## src/mem_bus_settings.svh

```systemverilog
`ifndef MEM_BUS_SETTINGS_SVH
`define MEM_BUS_SETTINGS_SVH

// Store buffer entries
`define DB_BUF_DEPTH 8

// Bus address and data widths
`define DB_ADDR_W 32
`define DB_DATA_W 32

// Byte lanes per data word
`define DB_BE_W (`DB_DATA_W / 8)

`endif

```

## src/mem_bus_pkg.sv

```systemverilog
`default_nettype none

`include "mem_bus_settings.svh"

package mem_bus_pkg;

    // Transfer size as seen on the SRAM-like bus
    typedef enum logic [1:0] {
        SIZE_BYTE = 2'd0,
        SIZE_HALF = 2'd1,
        SIZE_WORD = 2'd2
    } bus_size_t;

    // One bus transaction whose address already carries the lane offset
    typedef struct packed {
        logic                  write;
        bus_size_t             size;
        logic [`DB_ADDR_W-1:0] addr;
        logic [`DB_DATA_W-1:0] wdata;
    } bus_req_t;

    // Access as the core presents it
    // Write data sits in the low bits
    typedef struct packed {
        logic [`DB_BE_W-1:0]   be;
        logic [`DB_ADDR_W-1:0] addr;
        logic [`DB_DATA_W-1:0] wdata;
    } cpu_req_t;

endpackage

`default_nettype wire

```

## src/lane_encoder.sv

```systemverilog
`timescale 1ns/100ps
`default_nettype none

`include "mem_bus_settings.svh"

module lane_encoder (
    input  logic                  clk,
    input  logic                  strobe,
    input  mem_bus_pkg::cpu_req_t cpu_req,
    input  logic                  write,
    output mem_bus_pkg::bus_req_t enc_req
);

    mem_bus_pkg::bus_size_t size;
    logic [1:0]             offset;
    logic                   legal_be;

    always_comb begin
        size     = mem_bus_pkg::SIZE_WORD;
        offset   = 2'd0;
        legal_be = 1'b1;
        case (cpu_req.be)
            4'b0001: begin
                size   = mem_bus_pkg::SIZE_BYTE;
                offset = 2'd0;
            end
            4'b0010: begin
                size   = mem_bus_pkg::SIZE_BYTE;
                offset = 2'd1;
            end
            4'b0100: begin
                size   = mem_bus_pkg::SIZE_BYTE;
                offset = 2'd2;
            end
            4'b1000: begin
                size   = mem_bus_pkg::SIZE_BYTE;
                offset = 2'd3;
            end
            4'b0011: begin
                size   = mem_bus_pkg::SIZE_HALF;
                offset = 2'd0;
            end
            4'b1100: begin
                size   = mem_bus_pkg::SIZE_HALF;
                offset = 2'd2;
            end
            4'b1111: begin
                size   = mem_bus_pkg::SIZE_WORD;
                offset = 2'd0;
            end
            default: legal_be = 1'b0;
        endcase
    end

    // Top three address bits dropped since the space is mirrored
    always_comb begin
        enc_req.write = write;
        enc_req.size  = size;
        enc_req.addr  = {3'b000, cpu_req.addr[`DB_ADDR_W-4:2], offset};
        enc_req.wdata = cpu_req.wdata << {offset, 3'b000};
    end

    a_legal_be: assert property (
        @(posedge clk) strobe |-> legal_be
    ) else $error("lane_encoder: illegal byte enable %b", cpu_req.be);

endmodule

`default_nettype wire

```

## src/store_buffer.sv

```systemverilog
`timescale 1ns/100ps
`default_nettype none

`include "mem_bus_settings.svh"

module store_buffer #(
    parameter type entry_t = logic [`DB_DATA_W-1:0],
    parameter int  DEPTH   = `DB_BUF_DEPTH
) (
    input  logic   clk,
    input  logic   rst,
    input  logic   push,
    input  entry_t din,
    input  logic   pop,
    output entry_t head,
    output logic   head_valid,
    output logic   full,
    output logic   almost_full
);

    localparam int PTR_W = (DEPTH > 1) ? $clog2(DEPTH) : 1;
    localparam int CNT_W = $clog2(DEPTH + 1);

    entry_t           mem [DEPTH];
    logic [PTR_W-1:0] wr_ptr;
    logic [PTR_W-1:0] rd_ptr;
    logic [CNT_W-1:0] count;

    always_ff @(posedge clk) begin
        if (push) begin
            mem[wr_ptr] <= din;
        end
    end

    always_ff @(posedge clk) begin
        if (rst) begin
            wr_ptr <= '0;
            rd_ptr <= '0;
            count  <= '0;
        end else begin
            if (push) begin
                wr_ptr <= (wr_ptr == PTR_W'(DEPTH - 1)) ? '0 : wr_ptr + 1'b1;
            end
            if (pop) begin
                rd_ptr <= (rd_ptr == PTR_W'(DEPTH - 1)) ? '0 : rd_ptr + 1'b1;
            end
            case ({push, pop})
                2'b10:   count <= count + 1'b1;
                2'b01:   count <= count - 1'b1;
                default: count <= count;
            endcase
        end
    end

    // Oldest entry is readable without a pop
    assign head        = mem[rd_ptr];
    assign head_valid  = (count != '0);
    assign full        = (count == CNT_W'(DEPTH));
    assign almost_full = (count == CNT_W'(DEPTH - 1));

    a_no_overflow: assert property (
        @(posedge clk) disable iff (rst) push |-> !full
    ) else $error("store_buffer: push while full");

    a_no_underflow: assert property (
        @(posedge clk) disable iff (rst) pop |-> head_valid
    ) else $error("store_buffer: pop while empty");

endmodule

`default_nettype wire

```

## src/bus_sequencer.sv

```systemverilog
`timescale 1ns/100ps
`default_nettype none

`include "mem_bus_settings.svh"

module bus_sequencer (
    input  logic                   clk,
    input  logic                   rst,

    input  logic                   load,
    input  mem_bus_pkg::bus_req_t  enc_req,
    input  mem_bus_pkg::bus_req_t  head,
    input  logic                   head_valid,
    input  logic                   store,
    input  logic                   almost_full,
    input  logic                   full,
    output logic                   pop,

    output logic                   busy,
    output logic                   load_valid,
    output logic [`DB_DATA_W-1:0]  load_data,

    output logic                   data_req,
    output logic                   data_wr,
    output mem_bus_pkg::bus_size_t data_size,
    output logic [`DB_ADDR_W-1:0]  data_addr,
    output logic [`DB_DATA_W-1:0]  data_wdata,
    input  logic [`DB_DATA_W-1:0]  data_rdata,
    input  logic                   data_addr_ok,
    input  logic                   data_data_ok
);

    typedef enum logic [1:0] {
        IDLE = 2'd0,
        REQ  = 2'd1,
        WAIT = 2'd2
    } state_t;

    state_t                state;
    state_t                state_next;
    mem_bus_pkg::bus_req_t cur;
    mem_bus_pkg::bus_req_t load_req;
    logic                  load_pend;
    logic                  start_store;
    logic                  start_load;
    logic                  addr_done;
    logic                  load_done;

    // Stores always go first so a load sees every earlier store
    assign start_store = (state == IDLE) && head_valid;
    assign start_load  = (state == IDLE) && !head_valid && load_pend;
    assign addr_done   = (state == REQ) && data_addr_ok;
    assign load_done   = (state == WAIT) && data_data_ok && !cur.write;

    always_comb begin
        state_next = state;
        case (state)
            IDLE: begin
                if (start_store || start_load) begin
                    state_next = REQ;
                end
            end
            REQ: begin
                if (data_addr_ok) begin
                    state_next = WAIT;
                end
            end
            WAIT: begin
                if (data_data_ok) begin
                    state_next = IDLE;
                end
            end
            default: state_next = IDLE;
        endcase
    end

    always_ff @(posedge clk) begin
        if (rst) begin
            state     <= IDLE;
            load_pend <= 1'b0;
            busy      <= 1'b0;
        end else begin
            state <= state_next;
            if (load) begin
                load_pend <= 1'b1;
            end else if (load_done) begin
                load_pend <= 1'b0;
            end
            busy <= (almost_full && store) || full || load || (load_pend && !load_done);
        end
    end

    // Pending load and the transaction on the bus
    always_ff @(posedge clk) begin
        if (load) begin
            load_req       <= enc_req;
            load_req.write <= 1'b0;
        end
        if (start_store) begin
            cur <= head;
        end else if (start_load) begin
            cur <= load_req;
        end
    end

    // Entry leaves the buffer once the bus has taken its address
    assign pop = addr_done && cur.write;

    assign data_req   = (state == REQ);
    assign data_wr    = data_req && cur.write;
    assign data_size  = cur.size;
    assign data_addr  = cur.addr;
    assign data_wdata = cur.wdata;

    assign load_valid = load_done;
    assign load_data  = data_rdata;

    a_req_stable: assert property (
        @(posedge clk) disable iff (rst)
        (data_req && !data_addr_ok) |=>
            (data_req && $stable({data_wr, data_size, data_addr, data_wdata}))
    ) else $error("bus_sequencer: request changed before addr_ok");

    a_data_ok_in_wait: assert property (
        @(posedge clk) disable iff (rst) data_data_ok |-> (state == WAIT)
    ) else $error("bus_sequencer: data_ok outside the data phase");

    a_load_not_busy: assert property (
        @(posedge clk) disable iff (rst) load |-> !busy
    ) else $error("bus_sequencer: load strobed while busy");

endmodule

`default_nettype wire

```

## src/data_bridge.sv

```systemverilog
`timescale 1ns/100ps
`default_nettype none

`include "mem_bus_settings.svh"

module data_bridge (
    input  logic                   clk,
    input  logic                   rst,

    // Core side
    input  logic                   load,
    input  logic                   store,
    input  mem_bus_pkg::cpu_req_t  cpu_req,
    output logic                   busy,
    output logic                   load_valid,
    output logic [`DB_DATA_W-1:0]  load_data,

    // SRAM-like bus
    output logic                   data_req,
    output logic                   data_wr,
    output mem_bus_pkg::bus_size_t data_size,
    output logic [`DB_ADDR_W-1:0]  data_addr,
    output logic [`DB_DATA_W-1:0]  data_wdata,
    input  logic [`DB_DATA_W-1:0]  data_rdata,
    input  logic                   data_addr_ok,
    input  logic                   data_data_ok
);

    mem_bus_pkg::bus_req_t enc_req;
    mem_bus_pkg::bus_req_t head;
    logic                  head_valid;
    logic                  full;
    logic                  almost_full;
    logic                  pop;

    lane_encoder u_lane_encoder (
        .clk     (clk),
        .strobe  (load | store),
        .cpu_req (cpu_req),
        .write   (store),
        .enc_req (enc_req)
    );

    store_buffer #(
        .entry_t (mem_bus_pkg::bus_req_t),
        .DEPTH   (`DB_BUF_DEPTH)
    ) u_store_buffer (
        .clk         (clk),
        .rst         (rst),
        .push        (store),
        .din         (enc_req),
        .pop         (pop),
        .head        (head),
        .head_valid  (head_valid),
        .full        (full),
        .almost_full (almost_full)
    );

    bus_sequencer u_bus_sequencer (
        .clk          (clk),
        .rst          (rst),
        .load         (load),
        .enc_req      (enc_req),
        .head         (head),
        .head_valid   (head_valid),
        .store        (store),
        .almost_full  (almost_full),
        .full         (full),
        .pop          (pop),
        .busy         (busy),
        .load_valid   (load_valid),
        .load_data    (load_data),
        .data_req     (data_req),
        .data_wr      (data_wr),
        .data_size    (data_size),
        .data_addr    (data_addr),
        .data_wdata   (data_wdata),
        .data_rdata   (data_rdata),
        .data_addr_ok (data_addr_ok),
        .data_data_ok (data_data_ok)
    );

endmodule

`default_nettype wire

```

## config.mk

```make
export PLATFORM = sky130hd
export DESIGN_NAME = data_bridge
export DESIGN_NICKNAME = d
export VERILOG_FILES = /design/src/mem_bus_pkg.sv /design/src/lane_encoder.sv /design/src/store_buffer.sv /design/src/bus_sequencer.sv /design/src/data_bridge.sv
export VERILOG_INCLUDE_DIRS = /design/src /design/src/src
export SDC_FILE = /design/constraint.sdc
export NUM_CORES = 1
export LEC_CHECK = 0
export CAP_MARGIN = 20
export CORE_MARGIN = 5
export CORE_UTILIZATION = 60
export CTS_CLUSTER_SIZE = 25
export DETAILED_ROUTE_END_ITERATION = 10
export DONT_BUFFER_PORTS = 1
export PLACE_DENSITY = 0.86
export RECOVER_POWER = 50
export REMOVE_ABC_BUFFERS = 1
export SLEW_MARGIN = 30
export SYNTH_ARGS = -nofsm -noshare
export SYNTH_HDL_FRONTEND = slang
export SYNTH_SLANG_ARGS = --single-unit
```

## constraint.sdc

```tcl
create_clock -name clk -period 9.7 [get_ports clk]
set_input_delay 1.94 -clock clk [delete_from_list [all_inputs] [get_ports clk]]
set_output_delay 1.94 -clock clk [all_outputs]
set_load 0.05 [all_outputs]
```

==> out/metrics.yaml, run 1 <==
route:
  detail_route.first_pass.iterations: 5
  wl_um: 53200
  vias: 12900
  drcViolationCount: 0
  drt_iter0_drc: 1191
  wl_per_cell_um: 25.2
  drtAntennaViolNets: 0
  viasPerCell: 6.12
final_layout:
  antennaDiodeCount: 0
  area_growth_pct: 6.94
  nets: 1589
  layout_commonest_cell: "edfxtp_1"
  nFillCells: 2818
  postLayoutCellArea_um2: 27800
  mostFrequentLayoutCells: "edfxtp_1 (639), mux2i_1 (282), nand2_1 (145)"
  drive_gt1_frac: 0.0747
  multi_input_area_um2: 5420
  seq_area_um2: 19500
global_routing:
  grt_max_degree: 91
  grt_first_pass_wirelength_um: 78500
  grt_pass1_vias: 13000
  antenna_found_initial: 1
  grt_usage: 0.219
  grt-ovfl-total: 0
die:
  initial_core_util: 0.606
  core_um2: 43000
  ios: 208
  fp.dieH_um: 218
  fp.dieW_um: 218
  num_rows: 76
  die_area_um2: 47600
clock_tree:
  cts_repair_resize_count: 0
  cts_tree: "done"
  max-clock-path-buffers: 3
  post-cts-setup-buffers: 0
  clock_latency_ns: 0.62
  cts_hold_buf: 0
  cts_max_level: 2
  cts_root_buf: "clkbuf_16"
  cts_buffers: 61
  path_clk_slew_ns: 0.06
  cts.sinks: 656
critical_path:
  r2r_end: "u_bus_sequencer.data_size[0]"
  cp-start-kind: "flip-flop"
  r2r_cells: 5
  worstPathRequired_ns: 10.07
  crit_fanout: 62
  crit_arrival_ns: 6.57
  rrSetupSlack_ns: 3.49
  crit_path_end_kind: "flip-flop"
  critPathKind: "flip-flop to flip-flop"
pwr:
  powerDensity_nw_per_um2: 233
  ir_drop_mv: 0.163
  leakage_nw: 8.97
logic_synthesis:
  ys.warnings.count: 0
  yosys.area.top_type: "edfxtp_1"
  async_flop_share: 0
  syn-instance-count: 1558
  synth-edff-count: 639
  avgSynthCellArea_um2: 16.7
  synth_area_leaders: "edfxtp_1 (74%), mux2i_1 (11%), a22oi_1 (3.6%)"
  ys_seq_area_frac: 0.750
  synth.distinct_cells: 46
  synth_top_flop_cell: "edfxtp_1"
  synth_area_um2: 26000
  synth_top_area_share: 0.737
  synth-seq-cells: 656
timing:
  finalHoldViolations: 0
  slew_headroom: -2.29
  slew_violations: 598
  finalCriticalPeriod_ns: 6.21
  worst_pin_slew_ns: 4.93
  rsz0062_at_grt: "no"
  skew_ns: 0.0193
  final.setup.tns_ns: 0
  fmax_ghz: 0.161
  setup_viol: 0
  fin_crit_sh: 0.640
flow_run:
  cap_violations: 15
worst_hold_path:
  hold_depth: 2
  min_from: "u_store_buffer.rd_ptr[0]"
  hold_class: "flip-flop to flip-flop"
place:
  dpl_cell_area_um2: 26000
  port-buffer-count: 0
  routabilityCongestion: 0.733
  dp_hpwl_um: 27400
status:
  status: "finished, violations left"
  violations: "max-capacitance violations, max-slew violations"
-- worst max path at each step --
stage,endpoint,slack (ns),depth (start not counted)
2_1_floorplan,u_bus_sequencer.cur[66],-0.18,3
3_3_place_gp,load_valid,5.33,2
3_5_place_dp,load_valid,5.33,2
4_1_cts,load_valid,5.32,2
5_1_grt,u_bus_sequencer.data_size[0],3.13,5
6_report,u_bus_sequencer.data_size[0],3.49,5
-- per-layer routing --
layer | vias to the layer above | GRT usage | part of all wire
li1 | 5734 | - | -
met1 | 6502 | 0.293 | 0.39
met2 | 597 | 0.364 | 0.50
met3 | 79 | 0.0567 | 0.089
met4 | 6 | 0.0569 | 0.018
met5 | - | 0.0115 | 0.0018
-- worst max-delay path: stages (launching register included) --
cell	delay (ns)
dfxtp_1	1.43
clkbuf_1	3.22
mux2i_1	0.43
a22oi_1	0.40
nand2_1	0.08
o21ai_0	0.37
-- report_power, final --
group | switching (mW) | internal (mW) | total (mW)
Sequential | 0.348 | 3.36 | 3.71
Clock | 0.989 | 1.32 | 2.31
Combinational | 0.319 | 0.161 | 0.481
-- sequential cells by signal, indices dropped and copies added, names as in the netlist, named ones only --
signal                      count
u_bus_sequencer.data_size       2
u_bus_sequencer.cur             1
u_store_buffer.mem            512
u_store_buffer.wr_ptr           3
u_bus_sequencer.state           2
u_bus_sequencer.load_pend       1
u_bus_sequencer.load_req       63
u_bus_sequencer.data_addr      29
u_bus_sequencer.data_wdata     32
u_store_buffer.rd_ptr           3
u_store_buffer.count            4
u_bus_sequencer.busy            1
-- stage by stage --
step                hold WS (ns)  setup slack [ns]  utilization  power (mW)  cells
floorplan                  0.451            -0.177            -        4.12   1386
global placement           0.476              5.33        0.603        4.19   1994
detailed placement         0.499              5.33        0.605        4.22   1997
CTS                        0.508              5.32        0.651        6.52   2111
global route               0.546              3.13        0.648        6.72   2112
finish                     0.518              3.49        0.648        6.49   2112
-- layout make-up --
cell class / instances / share of cell area
clock buffer: 74 / 0.0566
sequential: 656 / 0.702
inverter: 4 / 0.000539
clock inverter: 40 / 0.0134
tap: 585 / 0.0263
timing repair buffer: 27 / 0.00683
multi-input combinational: 726 / 0.195
-- cell usage after synthesis (7+ instances only) --
cell type	n
buf_2	31
o21ai_1	9
o2bb2ai_1	8
mux2i_1	282
nor2b_1	13
a22oi_1	126
o21ai_0	56
clkbuf_1	33
dfxtp_1	17
buf_4	107
edfxtp_1	639
nand2_1	145
ha_1	7
nor2_1	24
a21oi_1	15
-- cells by family (layout without fill, tap and decap cells) --
kind of cell / after synthesis / count (layout) / share of synthesized area
AND/OR/NAND/NOR: 204 / 204 / 0.0333
multiplexers: 285 / 285 / 0.111
adder cells (fa/ha/maj): 7 / 7 / 0.00337
other: 1 / 3 / 0.000144
AO/OA/AOI/OAI: 222 / 222 / 0.0574
buffers and inverters: 178 / 145 / 0.0432
XOR/XNOR: 5 / 5 / 0.00168
flip-flops: 656 / 656 / 0.750
(Power assumes the default switching activity.)
==> run 2, diff against run 1 <==
--- a/config.mk
+++ b/config.mk
@@ -8,11 +8,11 @@
 export LEC_CHECK = 0
 export CAP_MARGIN = 20
 export CORE_MARGIN = 5
-export CORE_UTILIZATION = 60
+export CORE_UTILIZATION = 57
 export CTS_CLUSTER_SIZE = 25
 export DETAILED_ROUTE_END_ITERATION = 10
 export DONT_BUFFER_PORTS = 1
-export PLACE_DENSITY = 0.86
+export PLACE_DENSITY = 0.85
 export RECOVER_POWER = 50
 export REMOVE_ABC_BUFFERS = 1
 export SLEW_MARGIN = 30
==> constraint.sdc (replaced) <==
create_clock -name clk -period 5.1 [get_ports clk]
set_input_delay 1.02 -clock clk [delete_from_list [all_inputs] [get_ports clk]]
set_output_delay 1.02 -clock clk [all_outputs]
set_load 0.05 [all_outputs]
==> out/metrics.yaml, run 2 (synthesis gave the netlist of run 1 again) <==
status:
  status: "finished, violations left"
  violations: "max-capacitance violations, max-slew violations"
die:
  die_area_um2: 50000  # +5.0%
  fp.dieH_um: 224  # +2.5%
  ios: 208  # unchanged
  fp.dieW_um: 224  # +2.5%
  core_um2: 45300  # +5.4%
  initial_core_util: 0.575  # -0.0308
  num_rows: 78  # +2.6%
final_layout:
  largest_register_ffs: 512  # unchanged
  nets: 1590  # +0.063%
  final_cells: 2121  # +0.43%
  regMostFlops: "u_store_buffer.mem"
  mostFrequentLayoutCells: "edfxtp_1 (639), mux2i_1 (282), nand2_1 (145)"
  drive_gt1_frac: 0.0743  # -0.000314
  finish.utilization: 0.615  # -0.0326
  area_growth_pct: 6.99  # about the same
  layout_commonest_cell: "edfxtp_1"
clock_tree:
  cts_tree: "done"
  post-cts-setup-buffers: 0  # unchanged
  cts_repair_resize_count: 0  # unchanged
  cts_max_level: 2  # unchanged
  cts_root_buf: "clkbuf_16"
  max-clock-path-buffers: 3  # unchanged
  cts_buffers: 60  # -1.6%
  clock_latency_ns: 0.61  # about the same
  path_clk_slew_ns: 0.06  # about the same
  cts.sinks: 656  # unchanged
  cts_hold_buf: 0  # unchanged
critical_path:
  cp-start-kind: "flip-flop"
  cp_cell_sequence: "nand2b_1 -> nor3_1 -> clkbuf_1 -> buf_4"
  cpMaxStageDelayCell: "clkbuf_1"
  cpPeakStageDelay_ns: 2.22  # -1.00 ns
  crit_fanout: 44  # -29%
  crit_arrival_ns: 4.24  # -2.33 ns
  worst-path-buf-inv: 2  # +1
  rrSetupSlack_ns: 1.12  # -2.38 ns
  crit_path_end_kind: "flip-flop"
  worstPathRequired_ns: 5.36  # -4.71 ns
  crit_family: "buffers and inverters"
  critPathKind: "flip-flop to flip-flop"
timing:
  fmax_ghz: 0.251  # +56%
  skew_ns: 0.0206  # +0.00131 ns
  slew_headroom: -1.07  # +1.22
  setup_viol: 0  # unchanged
  slew_violations: 284  # -53%
  postLayoutSetupSlackWorst_ns: 1.12  # -2.38 ns
  finalHoldViolations: 0  # unchanged
  finalCriticalPeriod_ns: 3.98  # -2.22 ns
  fin_crit_sh: 0.781  # +0.141
  rsz0062_at_grt: "no"
  worst_pin_slew_ns: 3.10  # -1.83 ns
  hold_slack_ns: 0.473  # -0.0454 ns
route:
  wl_um: 54900  # +3.3%
  detail_route.first_pass.iterations: 6  # +1
  drtAntennaViolNets: 0  # unchanged
  vias: 13000  # +0.38%
  wl_per_cell_um: 25.9  # +2.9%
  drcViolationCount: 0  # unchanged
  viasPerCell: 6.11  # about the same
  drt_iter0_drc: 1321  # +11%
global_routing:
  grt_pass1_vias: 13600  # +4.4%
  grt_first_pass_wirelength_um: 81800  # +4.2%
  antenna_found_initial: 2  # +1
  grt_max_degree: 128  # +41%
  grt-ovfl-total: 0  # unchanged
  grt_usage: 0.215  # -0.00463
pwr:
  ir_drop_mv: 0.503  # +210%
  powerDensity_nw_per_um2: 435  # +87%
  leakage_nw: 8.97  # about the same
flow_run:
  cap_violations: 9  # -6
place:
  dp_hpwl_um: 29000  # +5.9%
  dp_slack_ns: 2.02  # -3.31 ns
  routabilityCongestion: 0.747  # +1.8%
  port-buffer-count: 0  # unchanged
  dpl.cell_count: 2013  # +0.80%
worst_hold_path:
  hold_class: "input pin to flip-flop"
-- run 2: through the flow --
stage / setup TNS [ns] / power [mW] / cell area [um^2]
detailed placement: 0 / 8.05 / 26100
floorplan: -403.78 / 7.84 / 24900
CTS: 0 / 12.2 / 27900
global placement: 0 / 8.00 / 26100
global route: 0 / 12.6 / 27800
finish: 0 / 12.1 / 27800
-- run 2: routing by layer --
| metal | up-vias | part of all wire | GRT usage |
|---|---|---|---|
| li1 | 5736 | - | - |
| met1 | 6561 | 0.39 | 0.279 |
| met2 | 590 | 0.51 | 0.367 |
| met3 | 80 | 0.085 | 0.0558 |
| met4 | 0 | 0.017 | 0.0504 |
| met5 | - | 0 | 0.00854 |
-- run 2: worst register-to-register path, delay by kind of cell (launching register included) --
kind                   cells  cell delay [ns]
buffers and inverters      2             2.90
AND/OR/NAND/NOR            2             0.38
flip-flops                 1             0.34
-- run 2: layout make-up --
type | instances | area, um^2
flip-flops and latches | 656 | 19500
fillers | 3109 | 17400
multi-input cells | 726 | 5400
clock buffers | 76 | 1600
well taps | 600 | 751
repair buffers | 29 | 305
clock inverters | 29 | 231
inverters | 4 | 15.0
diodes | 1 | 2.50
-- run 2: power by group --
part,switching [mW],internal (mW)
Sequential,0.676,6.37
Clock,1.84,2.36
Combinational,0.618,0.265
-- run 2: worst paths after layout --
path                       startpoint                        end  cells after the start
max          u_store_buffer.wr_ptr[2]  u_store_buffer.mem[0][60]                      4
min                               rst  u_bus_sequencer.load_pend                      1
max reg2reg  u_store_buffer.wr_ptr[2]  u_store_buffer.mem[0][60]                      4
min reg2reg  u_store_buffer.rd_ptr[0]                  flip-flop                      2
==> run 3, diff against run 2 <==
==> constraint.sdc (replaced) <==
create_clock -name clk -period 3.3 [get_ports clk]
set_input_delay 0.66 -clock clk [delete_from_list [all_inputs] [get_ports clk]]
set_output_delay 0.66 -clock clk [all_outputs]
set_load 0.05 [all_outputs]
==> out/metrics.yaml, run 3 (synthesis gave the netlist of run 1 again) <==
status:
  status: "finished, violations left"
  violations: "max-capacitance violations, max-slew violations"
place:
  dpl.cell_count: 2040  # +1.3%
  routabilityCongestion: 0.800  # +7.2%
  port-buffer-count: 0  # unchanged
  dp_hpwl_um: 32000  # +10%
critical_path:
  crit_fanout: 26  # -41%
  worstPathRequired_ns: 3.48  # -1.88 ns
  rrSetupSlack_ns: 0.56  # -0.56 ns
  cpMaxStageDelayCell: "clkbuf_1"
  crit_family: "buffers and inverters"
  cpPeakStageDelay_ns: 1.43  # -0.79 ns
  crit_arrival_ns: 2.92  # -1.32 ns
  r2r_end: "u_store_buffer.mem[0][38]"
  cp_cell_sequence: "nand2b_1 -> nor3_1 -> clkbuf_1"
  worst-path-buf-inv: 1  # -1
  r2r_cells: 3  # -1
  reg2reg_from: "u_store_buffer.wr_ptr[2]"
  critPathKind: "flip-flop to flip-flop"
  crit_path_end_kind: "flip-flop"
  cp-start-kind: "flip-flop"
global_routing:
  grt_max_degree: 65  # -49%
  grt_first_pass_wirelength_um: 84000  # +2.7%
  grt_usage: 0.221  # +0.00636
  grt-ovfl-total: 0  # unchanged
  antenna_found_initial: 5  # +3
  grt_pass1_vias: 13700  # +1.3%
flow_run:
  cap_violations: 9  # unchanged
route:
  vias: 13200  # +2.0%
  drt_iter0_drc: 1597  # +21%
  drt-met1-wl_um: 21400  # -0.34%
  wl_met2_um: 28000  # +0.72%
  detail_route.first_pass.iterations: 6  # unchanged
  highest_layer: "met5"
  route.met3.wl_um: 5220  # +11%
  wl_um: 56000  # +2.0%
  viasPerCell: 6.14  # +0.41%
  wl_per_cell_um: 26.0  # +0.45%
  drcViolationCount: 0  # unchanged
  drtAntennaViolNets: 0  # unchanged
timing:
  fin_crit_sh: 0.831  # +0.0496
  setup_viol: 0  # unchanged
  finalHoldViolations: 0  # unchanged
  slew_headroom: -0.389  # +0.680
  slew_violations: 248  # -13%
  rsz0062_at_grt: "no"
  worst_pin_slew_ns: 2.08  # -1.02 ns
  skew_ns: 0.0243  # +0.00372 ns
  finalCriticalPeriod_ns: 2.74  # -1.24 ns
  fmax_ghz: 0.365  # +45%
die:
  core_um2: 45300  # unchanged
  die_area_um2: 50000  # unchanged
  initial_core_util: 0.575  # unchanged
  fp.dieW_um: 224  # unchanged
  num_rows: 78  # unchanged
  fp.dieH_um: 224  # unchanged
  ios: 208  # unchanged
final_layout:
  finish.utilization: 0.620  # +0.00459
  nets: 1616  # +1.6%
  area_growth_pct: 7.79
  final_cells: 2154  # +1.6%
  largest_register_ffs: 512  # unchanged
  regMostFlops: "u_store_buffer.mem"
  drive_gt1_frac: 0.0910  # +0.0166
  mostFrequentLayoutCells: "edfxtp_1 (639), mux2i_1 (282), nand2_1 (145)"
  layout_commonest_cell: "edfxtp_1"
pwr:
  powerDensity_nw_per_um2: 667  # +53%
  ir_drop_mv: 0.486  # -3.4%
  leakage_nw: 9.06  # +1.1%
worst_hold_path:
  hold_class: "input pin to flip-flop"
  hold_depth: 1  # unchanged
  min_from: "rst"
  min_to: "u_bus_sequencer.load_pend"
clock_tree:
  cts_repair_resize_count: 0  # unchanged
  clock_latency_ns: 0.61  # about the same
  post-cts-setup-buffers: 0  # unchanged
  max-clock-path-buffers: 3  # unchanged
  cts_hold_buf: 0  # unchanged
  cts_root_buf: "clkbuf_16"
  path_clk_slew_ns: 0.06  # about the same
  cts_buffers: 61  # +1.7%
  cts_max_level: 2  # unchanged
  cts.sinks: 656  # unchanged
  cts_tree: "done"
## run 3: cell count changes in the layout (fill, tap and decap cells not counted), sizes merged, moves of 3 or more
cell,delta
buf,+23
clkinv,+4
clkinvlp,+4
diode,+3
## run 3: power breakdown
group          leakage [nW]  internal (mW)  total (mW)  switching, mW
sequential             6.04           9.84        10.9           1.05
clock                 0.870           3.53        6.40           2.87
combinational          2.15          0.442        1.43          0.984
## run 3: routing by layer
| metal | vias to the layer above | track usage |
|---|---|---|
| li1 | 5804 | - |
| met1 | 6704 | 0.288 |
| met2 | 621 | 0.364 |
| met3 | 92 | 0.0573 |
| met4 | 2 | 0.0791 |
| met5 | - | 0.00474 |
## run 3: final cells by class
| class | instances | area [um^2] |
|---|---|---|
| Clock inverter | 37 | 236 |
| Timing Repair Buffer | 54 | 503 |
| Tap cell | 600 | 751 |
| Clock buffer | 73 | 1570 |
| Multi-Input combinational cell | 726 | 5430 |
| Fill cell | 3110 | 17200 |
| Inverter | 4 | 15.0 |
| Sequential cell | 656 | 19500 |
| Antenna cell | 4 | 10.0 |
## run 3: how the worst max path moves through the flow
stage                                        start                            to  depth (start not counted)
after detailed placement               cpu_req[67]  u_bus_sequencer.load_req[11]                          6
final                     u_store_buffer.wr_ptr[2]     u_store_buffer.mem[0][38]                          3
after global routing      u_store_buffer.wr_ptr[2]     u_store_buffer.mem[4][44]                          3
after global placement                 cpu_req[67]  u_bus_sequencer.load_req[22]                          5
after floorplan                          flip-flop       u_bus_sequencer.cur[66]                          3
after CTS                 u_bus_sequencer.state[0]                       data_wr                          3
## run 3: stage by stage
step | total power, mW | setup slack (ns) | setup TNS (ns) | hold WS [ns] | area [um^2]
detailed placement | 12.5 | 0.742 | 0 | 0.489 | 26300
finish | 18.7 | 0.559 | 0 | 0.110 | 28100
global route | 19.4 | 0.413 | 0 | 0.0978 | 28100
floorplan | 12.1 | -6.58 | -946.37 | 0.451 | 24900
CTS | 18.9 | 0.736 | 0 | 0.0797 | 28100
global placement | 12.4 | 0.847 | 0 | 0.463 | 26300
## run 3: worst register-to-register path, cell delays in order, from the launching register on
cell and delay, ns:
dfxtp_1 0.34, nand2b_1 0.26, nor3_1 0.25, clkbuf_1 1.43
